### src/rtl/isaPkg.sv
// RV32I subset only: no compressed, CSR, byte or halfword access; memory words in core order
package isaPkg;

	localparam int xlen = 32;

	typedef logic [xlen-1:0] wordT; // Data or instruction word
	typedef logic [4:0]      regAddrT;

	// Low three bits follow funct3, bit 3 marks sub and sra
	typedef enum logic [3:0] {
		aluAdd = 4'b0000,
		aluSll = 4'b0001,
		aluSlt = 4'b0010,
		aluXor = 4'b0100,
		aluSrl = 4'b0101,
		aluOr  = 4'b0110,
		aluAnd = 4'b0111,
		aluSub = 4'b1000,
		aluSra = 4'b1101
	} aluOpT;

	// ========================================
	// Major opcodes
	// ========================================
	localparam logic [6:0] opReg    = 7'b0110011;
	localparam logic [6:0] opImm    = 7'b0010011;
	localparam logic [6:0] opLoad   = 7'b0000011;
	localparam logic [6:0] opStore  = 7'b0100011;
	localparam logic [6:0] opBranch = 7'b1100011;
	localparam logic [6:0] opJal    = 7'b1101111;
	localparam logic [6:0] opJalr   = 7'b1100111;

	localparam wordT nopInst = 32'h0000_0013; // addi x0, x0, 0

endpackage
### src/rtl/busPkg.sv
// Word addressing only; the two byte-offset bits never leave the core
package busPkg;

	import isaPkg::*;

	typedef logic [xlen-3:0] memAddrT; // Byte address bits 31 to 2

	typedef enum logic [1:0] {
		memIdle,
		memRequest,
		memRelease, // Req low, ack not yet dropped
		memHold     // Word kept until the pipeline moves
	} memStateT;

endpackage

### src/rtl/riscvTop.sv
// Unsupported opcodes run as no-ops; both memories are word ports on a four-phase req/ack
module riscvTop (
	input  logic            clk,
	input  logic            rst_n,
	output logic            imemReq,
	output busPkg::memAddrT imemAddr,
	input  logic            imemAck,
	input  isaPkg::wordT    imemRdata,
	output logic            dmemReq,
	output logic            dmemWe,
	output busPkg::memAddrT dmemAddr,
	output isaPkg::wordT    dmemWdata,
	input  logic            dmemAck,
	input  isaPkg::wordT    dmemRdata
);
	import isaPkg::*;
	import busPkg::*;

	wordT    pc, fetchWord, idPc, idInst, redirectPc;
	logic    stall, hazardStall, redirect, imemBusy, dmemBusy;
	regAddrT exRs1, exRs2, exRd, meRd, wbRd;
	wordT    exA, exB, exImm, exPcPlus4;
	wordT    meResult, meStoreData, loadWord, wbData;
	aluOpT   exAluOp;
	logic    exAluSrc, exMemRead, exMemWrite, exMemToReg, exWrEn, exIsJump;
	logic    meWrEn, meIsLoad, meMemWrite, meMemToReg, wbWrEn;
	memAddrT pcWord;
	memAddrT dataWord;

	assign stall    = imemBusy || dmemBusy; // Either side still waiting
	assign pcWord   = pc[31:2];
	assign dataWord = meResult[31:2];

	// ========================================
	// Pipeline stages
	// ========================================
	fetchStage   fetch   (.*);
	decodeStage  decode  (.*);
	executeStage execute (.*);
	memWbStage   memWb   (.*);

	// ========================================
	// Memory sides
	// ========================================
	memPort imemPort (
		.clk      (clk),
		.rst_n    (rst_n),
		.need     (1'b1), // Fetch never pauses
		.write    (1'b0),
		.addr     (pcWord),
		.wdata    ('0),
		.advance  (!stall),
		.rdata    (fetchWord),
		.busy     (imemBusy),
		.req      (imemReq),
		.we       (),
		.memAddr  (imemAddr),
		.memWdata (),
		.ack      (imemAck),
		.memRdata (imemRdata)
	);

	memPort dmemPort (
		.clk      (clk),
		.rst_n    (rst_n),
		.need     (meIsLoad || meMemWrite),
		.write    (meMemWrite),
		.addr     (dataWord),
		.wdata    (meStoreData),
		.advance  (!stall),
		.rdata    (loadWord),
		.busy     (dmemBusy),
		.req      (dmemReq),
		.we       (dmemWe),
		.memAddr  (dmemAddr),
		.memWdata (dmemWdata),
		.ack      (dmemAck),
		.memRdata (dmemRdata)
	);

endmodule

### src/rtl/memWbStage.sv
// The load word must be valid whenever the pipeline advances with a load in the memory stage
module memWbStage (
	input  logic            clk,
	input  logic            rst_n,
	input  logic            stall,
	input  isaPkg::regAddrT meRd,
	input  logic            meWrEn,
	input  logic            meMemToReg,
	input  isaPkg::wordT    meResult,
	input  isaPkg::wordT    loadWord,
	output isaPkg::regAddrT wbRd,
	output logic            wbWrEn,
	output isaPkg::wordT    wbData
);
	import isaPkg::*;

	logic wbMemToReg;
	wordT wbResult;
	wordT wbLoad;

	always_ff @(posedge clk) begin
		if (!rst_n) begin
			wbWrEn     <= 1'b0;
			wbMemToReg <= 1'b0;
		end else if (!stall) begin
			wbWrEn     <= meWrEn;
			wbMemToReg <= meMemToReg;
		end
	end

	always_ff @(posedge clk) begin
		if (!stall) begin
			wbRd     <= meRd;
			wbResult <= meResult;
			wbLoad   <= loadWord;
		end
	end

	assign wbData = wbMemToReg ? wbLoad : wbResult;

endmodule

### src/rtl/executeStage.sv
// Relies on decode stalling load-use pairs; meResult of a load is its address, not its data
module executeStage (
	input  logic            clk,
	input  logic            rst_n,
	input  logic            stall,
	input  isaPkg::regAddrT exRs1,
	input  isaPkg::regAddrT exRs2,
	input  isaPkg::regAddrT exRd,
	input  isaPkg::wordT    exA,
	input  isaPkg::wordT    exB,
	input  isaPkg::wordT    exImm,
	input  isaPkg::wordT    exPcPlus4,
	input  isaPkg::aluOpT   exAluOp,
	input  logic            exAluSrc,
	input  logic            exMemRead,
	input  logic            exMemWrite,
	input  logic            exMemToReg,
	input  logic            exWrEn,
	input  logic            exIsJump,
	input  isaPkg::regAddrT wbRd,
	input  logic            wbWrEn,
	input  isaPkg::wordT    wbData,
	output isaPkg::regAddrT meRd,
	output logic            meWrEn,
	output logic            meIsLoad,
	output logic            meMemWrite,
	output logic            meMemToReg,
	output isaPkg::wordT    meResult,
	output isaPkg::wordT    meStoreData
);
	import isaPkg::*;

	wordT opA, opB, aluIn2, aluOut;

	// Memory stage wins over write-back when forwarding
	assign opA = (exRs1 != '0 && meWrEn && meRd == exRs1) ? meResult :
		(exRs1 != '0 && wbWrEn && wbRd == exRs1) ? wbData : exA;
	assign opB = (exRs2 != '0 && meWrEn && meRd == exRs2) ? meResult :
		(exRs2 != '0 && wbWrEn && wbRd == exRs2) ? wbData : exB;
	assign aluIn2 = exAluSrc ? exImm : opB;

	always_comb begin
		case (exAluOp)
			aluAdd:  aluOut = opA + aluIn2;
			aluSub:  aluOut = opA - aluIn2;
			aluSll:  aluOut = opA << aluIn2[4:0];
			aluSlt:  aluOut = {31'b0, $signed(opA) < $signed(aluIn2)};
			aluXor:  aluOut = opA ^ aluIn2;
			aluSrl:  aluOut = opA >> aluIn2[4:0];
			aluSra:  aluOut = $signed(opA) >>> aluIn2[4:0];
			aluOr:   aluOut = opA | aluIn2;
			aluAnd:  aluOut = opA & aluIn2;
			default: aluOut = '0;
		endcase
	end

	// ========================================
	// EX/MEM register
	// ========================================
	always_ff @(posedge clk) begin
		if (!rst_n) begin
			meWrEn     <= 1'b0;
			meIsLoad   <= 1'b0;
			meMemWrite <= 1'b0;
			meMemToReg <= 1'b0;
		end else if (!stall) begin
			meWrEn     <= exWrEn;
			meIsLoad   <= exMemRead;
			meMemWrite <= exMemWrite;
			meMemToReg <= exMemToReg;
		end
	end

	always_ff @(posedge clk) begin
		if (!stall) begin
			meRd        <= exRd;
			meResult    <= exIsJump ? exPcPlus4 : aluOut; // Link value forwards like any result
			meStoreData <= opB;
		end
	end

endmodule

### src/rtl/decodeStage.sv
// Branches resolve here, predicted not-taken; only beq and bne of the branch group are decoded
module decodeStage (
	input  logic            clk,
	input  logic            rst_n,
	input  logic            stall,
	input  isaPkg::wordT    idPc,
	input  isaPkg::wordT    idInst,
	input  isaPkg::regAddrT meRd,
	input  logic            meWrEn,
	input  logic            meIsLoad,
	input  isaPkg::wordT    meResult,
	input  isaPkg::regAddrT wbRd,
	input  logic            wbWrEn,
	input  isaPkg::wordT    wbData,
	output logic            redirect,
	output logic            hazardStall,
	output isaPkg::wordT    redirectPc,
	output isaPkg::regAddrT exRs1,
	output isaPkg::regAddrT exRs2,
	output isaPkg::regAddrT exRd,
	output isaPkg::wordT    exA,
	output isaPkg::wordT    exB,
	output isaPkg::wordT    exImm,
	output isaPkg::wordT    exPcPlus4,
	output isaPkg::aluOpT   exAluOp,
	output logic            exAluSrc,
	output logic            exMemRead,
	output logic            exMemWrite,
	output logic            exMemToReg,
	output logic            exWrEn,
	output logic            exIsJump
);
	import isaPkg::*;

	logic [6:0] opcode;
	logic [2:0] funct3;
	regAddrT    rs1, rs2, rd;
	wordT       rf1, rf2, src1, src2;
	wordT       immI, immShift, immS, immB, immJ, imm;
	logic       isReg, isImm, isLoad, isStore, isBranch, isJal, isJalr;
	logic       wrEn, usesRs1, usesRs2, taken;
	logic       loadUse, exProducer, meLoad;
	aluOpT      aluOp;

	assign opcode = idInst[6:0];
	assign funct3 = idInst[14:12];
	assign rs1    = idInst[19:15];
	assign rs2    = idInst[24:20];
	assign rd     = idInst[11:7];

	// ========================================
	// Control and ALU decode
	// ========================================
	assign isReg    = (opcode == opReg);
	assign isImm    = (opcode == opImm);
	assign isLoad   = (opcode == opLoad) && (funct3 == 3'b010);
	assign isStore  = (opcode == opStore) && (funct3 == 3'b010);
	assign isBranch = (opcode == opBranch) && (funct3[2:1] == 2'b00); // beq, bne
	assign isJal    = (opcode == opJal);
	assign isJalr   = (opcode == opJalr);
	assign wrEn     = isReg || isImm || isLoad || isJal || isJalr;
	assign usesRs1  = isReg || isImm || isLoad || isStore || isBranch || isJalr;
	assign usesRs2  = isReg || isStore || isBranch;

	always_comb begin
		if (isReg || (isImm && funct3 == 3'b101))
			aluOp = aluOpT'({idInst[30], funct3}); // sub and sra carry bit 30
		else if (isImm)
			aluOp = aluOpT'({1'b0, funct3});
		else
			aluOp = aluAdd; // Address for lw and sw
	end

	assign immI     = {{20{idInst[31]}}, idInst[31:20]};
	assign immShift = {27'b0, idInst[24:20]};
	assign immS     = {{20{idInst[31]}}, idInst[31:25], idInst[11:7]};
	assign immB     = {{20{idInst[31]}}, idInst[7], idInst[30:25], idInst[11:8], 1'b0};
	assign immJ     = {{12{idInst[31]}}, idInst[19:12], idInst[20], idInst[30:21], 1'b0};
	assign imm      = isStore ? immS : (isImm && funct3[1:0] == 2'b01) ? immShift : immI;

	regFile rf (
		.clk     (clk),
		.rst_n   (rst_n),
		.rs1     (rs1),
		.rs2     (rs2),
		.rd      (wbRd),
		.wrEn    (wbWrEn),
		.wrData  (wbData),
		.rs1Data (rf1),
		.rs2Data (rf2)
	);

	// ========================================
	// Branch resolution
	// ========================================
	// Memory stage has priority over write-back
	// A load in the memory stage is covered by meLoad
	assign src1 = (rs1 != '0 && meWrEn && meRd == rs1) ? meResult :
		(rs1 != '0 && wbWrEn && wbRd == rs1) ? wbData : rf1;
	assign src2 = (rs2 != '0 && meWrEn && meRd == rs2) ? meResult :
		(rs2 != '0 && wbWrEn && wbRd == rs2) ? wbData : rf2;

	assign taken      = isJal || isJalr || (isBranch && ((src1 == src2) != funct3[0]));
	assign redirect   = taken && !hazardStall;
	assign redirectPc = isJalr ? ((src1 + immI) & ~32'd1) :
		isJal ? (idPc + immJ) : (idPc + immB);

	// Hazards
	assign loadUse    = exMemRead && exRd != '0 &&
		((usesRs1 && exRd == rs1) || (usesRs2 && exRd == rs2));
	assign exProducer = (isBranch || isJalr) && exWrEn && exRd != '0 &&
		(exRd == rs1 || (isBranch && exRd == rs2));
	assign meLoad     = (isBranch || isJalr) && meIsLoad && meRd != '0 &&
		(meRd == rs1 || (isBranch && meRd == rs2));
	assign hazardStall = loadUse || exProducer || meLoad;

	// ========================================
	// ID/EX register
	// ========================================
	always_ff @(posedge clk) begin
		if (!rst_n) begin
			exMemRead  <= 1'b0;
			exMemWrite <= 1'b0;
			exMemToReg <= 1'b0;
			exWrEn     <= 1'b0;
			exIsJump   <= 1'b0;
		end else if (!stall) begin
			// A hazard leaves a bubble behind
			exMemRead  <= isLoad && !hazardStall;
			exMemWrite <= isStore && !hazardStall;
			exMemToReg <= isLoad && !hazardStall;
			exWrEn     <= wrEn && !hazardStall;
			exIsJump   <= (isJal || isJalr) && !hazardStall;
		end
	end

	always_ff @(posedge clk) begin
		if (!stall) begin
			exRs1     <= rs1;
			exRs2     <= rs2;
			exRd      <= rd;
			exA       <= rf1;
			exB       <= rf2;
			exImm     <= imm;
			exPcPlus4 <= idPc + 32'd4;
			exAluOp   <= aluOp;
			exAluSrc  <= !isReg;
		end
	end

endmodule

### src/rtl/fetchStage.sv
// PC starts at 0; a redirect takes effect on the first cycle without any stall
module fetchStage (
	input  logic         clk,
	input  logic         rst_n,
	input  logic         stall,
	input  logic         hazardStall,
	input  logic         redirect,
	input  isaPkg::wordT redirectPc,
	input  isaPkg::wordT fetchWord,
	output isaPkg::wordT pc,
	output isaPkg::wordT idPc,
	output isaPkg::wordT idInst
);
	import isaPkg::*;

	// PC and IF/ID move together
	always_ff @(posedge clk) begin
		if (!rst_n) begin
			pc     <= '0;
			idPc   <= '0;
			idInst <= nopInst;
		end else if (!stall && !hazardStall) begin
			if (redirect) begin
				pc     <= redirectPc;
				idInst <= nopInst; // Wrong-path word dropped
			end else begin
				pc     <= pc + 32'd4;
				idInst <= fetchWord;
			end
			idPc <= pc;
		end
	end

endmodule

### src/rtl/regFile.sv
// Combinational reads; writes to x0 are dropped and a same-cycle write is bypassed to reads
module regFile (
	input  logic            clk,
	input  logic            rst_n,
	input  isaPkg::regAddrT rs1,
	input  isaPkg::regAddrT rs2,
	input  isaPkg::regAddrT rd,
	input  logic            wrEn,
	input  isaPkg::wordT    wrData,
	output isaPkg::wordT    rs1Data,
	output isaPkg::wordT    rs2Data
);
	import isaPkg::*;

	wordT regs [32];

	always_ff @(posedge clk) begin
		if (!rst_n) begin
			for (int i = 0; i < 32; i++)
				regs[i] <= '0;
		end else if (wrEn && rd != '0) begin
			regs[rd] <= wrData;
		end
	end

	assign rs1Data = (rs1 == '0) ? '0 : (wrEn && rd == rs1) ? wrData : regs[rs1];
	assign rs2Data = (rs2 == '0) ? '0 : (wrEn && rd == rs2) ? wrData : regs[rs2];

endmodule

### src/rtl/memPort.sv
// One access at a time; the memory must hold ack until req falls and then drop it
module memPort (
	input  logic            clk,
	input  logic            rst_n,
	input  logic            need,
	input  logic            write,
	input  busPkg::memAddrT addr,
	input  isaPkg::wordT    wdata,
	input  logic            advance,
	output isaPkg::wordT    rdata,
	output logic            busy,
	output logic            req,
	output logic            we,
	output busPkg::memAddrT memAddr,
	output isaPkg::wordT    memWdata,
	input  logic            ack,
	input  isaPkg::wordT    memRdata
);
	import isaPkg::*;
	import busPkg::*;

	memStateT state;
	logic     weHeld;

	// Four-phase sequence
	always_ff @(posedge clk) begin
		if (!rst_n) begin
			state <= memIdle;
		end else begin
			case (state)
				memIdle:    if (need && !ack) state <= memRequest;
				memRequest: if (ack) state <= memRelease;
				memRelease: if (!ack) state <= memHold;
				memHold:    if (advance) state <= memIdle;
				default:    state <= memIdle;
			endcase
		end
	end

	// Request fields frozen for the whole handshake
	always_ff @(posedge clk) begin
		if (state == memIdle && need) begin
			memAddr  <= addr;
			memWdata <= wdata;
			weHeld   <= write;
		end
		if (state == memRequest && ack)
			rdata <= memRdata; // Read word captured on ack
	end

	assign req  = (state == memRequest);
	assign we   = req && weHeld;
	assign busy = need && (state != memHold);

endmodule

### config.mk
export PLATFORM = sky130hd
export DESIGN_NAME = riscvTop
export DESIGN_NICKNAME = d
export VERILOG_FILES = /design/src/rtl/isaPkg.sv /design/src/rtl/busPkg.sv /design/src/rtl/riscvTop.sv /design/src/rtl/memWbStage.sv /design/src/rtl/executeStage.sv /design/src/rtl/decodeStage.sv /design/src/rtl/fetchStage.sv /design/src/rtl/regFile.sv /design/src/rtl/memPort.sv
export SDC_FILE = /design/constraint.sdc
export NUM_CORES = 2
export LEC_CHECK = 0
export ABC_AREA = 1
export BUFFER_PORTS_ARGS = -buffer_cell sky130_fd_sc_hd__clkbuf_2
export CELL_PAD_IN_SITES_DETAIL_PLACEMENT = 0
export CELL_PAD_IN_SITES_GLOBAL_PLACEMENT = 2
export CORE_MARGIN = 5
export CORE_UTILIZATION = 35
export DETAILED_ROUTE_END_ITERATION = 8
export PLACE_DENSITY = 0.8
export SETUP_SLACK_MARGIN = 0.4
export SYNTH_ARGS = -nofsm -noshare
export SYNTH_HDL_FRONTEND = slang
export SYNTH_SLANG_ARGS = --single-unit
### constraint.sdc
create_clock -name clk -period 22.8 [get_ports clk]
set_input_delay 3.42 -clock clk [delete_from_list [all_inputs] [get_ports clk]]
set_output_delay 3.42 -clock clk [all_outputs]
set_load 0.03 [all_outputs]
==> impl_metrics.py <==
metrics = {
    "critical_path": {
        "end_kind": "flip-flop",
        "worst-endpoint-arrival_ns": 8.59,
        "critPathRequiredTime_ns": 23.54,
        "critPathTopFamily": "buffers and inverters",
        "worstSetupPathType": "reg -> reg",
        "startpoint_type": "flip-flop",
        "worstPathBufferInverterCount": 5,
        "path_common_cell": "nand3_1",
        "critical-path-max-stage-delay_ns": 0.85,
        "crit_path_top_delay_cell": "dfxtp_4",
        "worst-path-max-fanout": 78,
    },
    "synth": {
        "yosysTopAreaCellShare_pct": 46.8,
        "synthesis.area_mm2": 0.0929,
        "netlist.top_cell.by_area": "edfxtp_1",
        "synth_compound_area_share_pct": 13.6,
        "number_of_cells_produced_by_synthesis": 11434,
        "number_of_flops_mapped_to_enable_cells_by_yosys": 1447,
        "synth_top_cells_by_area": "edfxtp_1, nand2_1, nand3_1",
        "synth-seq-cells": 1566,
        "syn_area_per_cell_um2": 8.13,
        "yosysWarningCount": 0,
        "synth_async_sr_flop_share_pct": 0,
        "ys.flop_type": "edfxtp_1",
        "ys_types": 63,
        "synth_simple_gate_area_share_pct": 24.9,
        "synth_top_family_by_area": "simple AND/OR/NAND/NOR gates",
        "synth_adder_area_share_pct": 2.36,
        "synth_xor_area_share_pct": 0.848,
        "post_synth_mux_area_share_pct": 0.0862,
        "synth-seq-area-share_pct": 49.3,
    },
    "timing": {
        "finalClockSkew_ns": 0.107,
        "fin_crit_sh_pct": 34.4,
        "timing.slew.headroom_pct": 11.4,
        "timing_hold_violations_final": 0,
        "achievable-frequency_ghz": 0.127,
        "setup_repair_after_global_routing_missed_its_margin": "no",
        "slew_violations": 0,
        "fin_worst_hold_slack_ns": 0.415,
        "layout_min_cycle_time_ns": 7.85,
        "final_sum_of_negative_setup_slack_ns": 0,
        "final_count_of_negative_setup_slack_endpoints": 0,
        "slew_worst_pin_ns": 1.32,
    },
    "clock_network": {
        "worst_skew_pair_later_pin_latency_ns": 0.91,
        "cts.root.buffer_cell": "clkbuf_16",
        "cts_tree": "built",
        "count_of_h_tree_levels_built_during_cts": 4,
        "clkSinkCount": 1566,
        "clk_pin_slew_worst_paths_ns": 0.06,
        "cts_setup_buffers": 0,
        "cts-resized-gates": 0,
        "clock_tree.buffer_depth": 4,
        "tritoncts.num_buffers": 190,
        "postCtsHoldBufs": 0,
    },
    "drt": {
        "wl_per_cell_um": 28.1,
        "vias_per_cell": 5.78,
        "drt_drc_violations_left": 0,
        "drt_iter0_drc": 11657,
        "drtAntennaViolNets": 0,
        "dr.pass1.iters": 7,
        "route.final.wire_length_mm": 418,
        "num_vias": 86081,
    },
    "die": {
        "start_util_pct": 35.1,
        "coreArea_mm2": 0.265,
        "die_height_um": 525,
        "number_of_top_level_pins": 163,
        "fp-row-count": 189,
        "fp.dieArea_mm2": 0.276,
        "die-width_um": 525,
    },
    "global_routing": {
        "vias_in_the_first_global_route": 80524,
        "globalRouteTotalUtil_pct": 29.1,
        "grt_pass1_wl_mm": 590,
        "grt.overflow.total": 0,
        "grt_max_degree": 219,
        "number_of_antenna_violations_at_the_first_check_in_global_routing": 26,
    },
    "pwr": {
        "ir_worst_vdd_mv": 0.0692,
        "power_total_w": 0.00922,
        "net_switching_fraction_of_the_power_pct": 38.0,
        "total_leakage_power_nw": 40.1,
        "p_int_w": 0.00571,
        "pwr_per_cell_area_mw_per_mm2": 89.8,
        "seq_power_share_pct": 38.9,
        "combinational_share_of_power_pct": 29.2,
        "share_clk_of_total_power_pct": 31.8,
        "net-switching-power_w": 0.00350,
    },
    "layout": {
        "layout.cells.most_common_list": "nand2_1, nand3_1, edfxtp_1",
        "finalNetCount": 11457,
        "registers.top_by_ff_count": "decode.rf.regs",
        "drive_above_1_share_pct": 8.17,
        "finalCoreUtilization_pct": 38.8,
        "layout.cells.most_common": "nand2_1",
        "largest_reg_flops": 1024,
        "layout-area-overhead-vs-synth_pct": 10.5,
    },
    "placement": {
        "portBuffers": 162,
        "hpwl_mm": 269,
        "placer_congestion_estimate": 0.966,
    },
    "worst_hold_path": {
        "min-delay-path-class": "reg -> reg",
    },
    "outcome": {
        "run_status": "finished, final reports clean",
    },
    "run": {
        "timing.max_cap.violations": 0,
    },
}
-- power by group through the flow --
stage,sequential (W),combinational (W),clock [W]
finish,0.00359,0.00270,0.00293
global route,0.00361,0.00285,0.00309
CTS,0.00359,0.00262,0.00297
detailed placement,0.00364,0.00262,0
global placement,0.00364,0.00260,0
floorplan,0.00366,0.00149,0
-- worst reg2reg max path, delay by kind of cell (launching register included) --
family                     cells  cell delay, ns
AOI/OAI and AO/OA              8            2.03
adders and majority gates      1            0.41
DFF                            1            0.85
and+or+nand+nor               15            1.99
buffers and inverters          5            2.44
-- cell type report --
type	count	area [µm²]
antenna	7	17.5
sequential	1566	45900
timing repair buffer	410	2780
multi-input combinational	7909	39500
clock inverter	85	709
inverter	1139	4300
clock buffer	244	5070
fill	26821	162000
tap	3533	4420
-- worst paths after layout --
kind                                              start               endpoint  slack (ns)  cells past startpoint
worst max-delay path                          flip-flop           fetch.pc[18]       14.95                     29
worst min-delay path            execute.meStoreData[18]  dmemPort.memWdata[18]        0.42                      0
worst max register to register                flip-flop           fetch.pc[18]       14.95                     29
worst min register to register  execute.meStoreData[18]  dmemPort.memWdata[18]        0.42                      0
-- stage by stage --
stage | setup slack [ns] | cell area, µm² | instances
after floorplan | 5.84 | 93000 | 11465
after global placement | 15.09 | 96900 | 14557
after detailed placement | 15.21 | 96900 | 14557
after CTS | 15.12 | 103000 | 14886
after global routing | 14.33 | 103000 | 14889
final | 14.95 | 103000 | 14893
-- cells in the mapped netlist (all sizes together) (3+ instances only) --
master   number
a211oi        7
a21boi       16
a21o          6
a21oi       682
a221oi        7
a31oi        46
and2         11
and3          3
buf         435
clkbuf      416
clkinv        8
dfxtp       119
edfxtp     1447
fa            4
ha          169
inv        1131
mux2i         8
nand2      2286
nand3      1541
nand3b        5
nand4        50
nor2       1378
nor3         59
nor4         24
o2111ai       7
o211ai      614
o21a         13
o21ai       674
o21bai        7
o221ai        6
o22ai        29
o311ai        3
o31ai         7
or2         115
xnor2        22
xor2         68
-- layer usage --
metal | up-vias | track usage (%) | part of all wire [%]
met5 | - | 0 | 0.030
met1 | 42122 | 41.7 | 43
met2 | 4597 | 41.6 | 41
met4 | 18 | 13.7 | 5.5
met3 | 870 | 6.45 | 11
li1 | 38474 | - | -
-- cells by family after synthesis --
group	Yosys count
flip-flops	1566
AND/OR/NAND/NOR	5473
other	1
buffers and inverters	1990
multiplexers	8
XOR/XNOR	90
adder cells (fa/ha/maj)	173
AO/OA/AOI/OAI	2133
(Power assumes the default switching activity.)
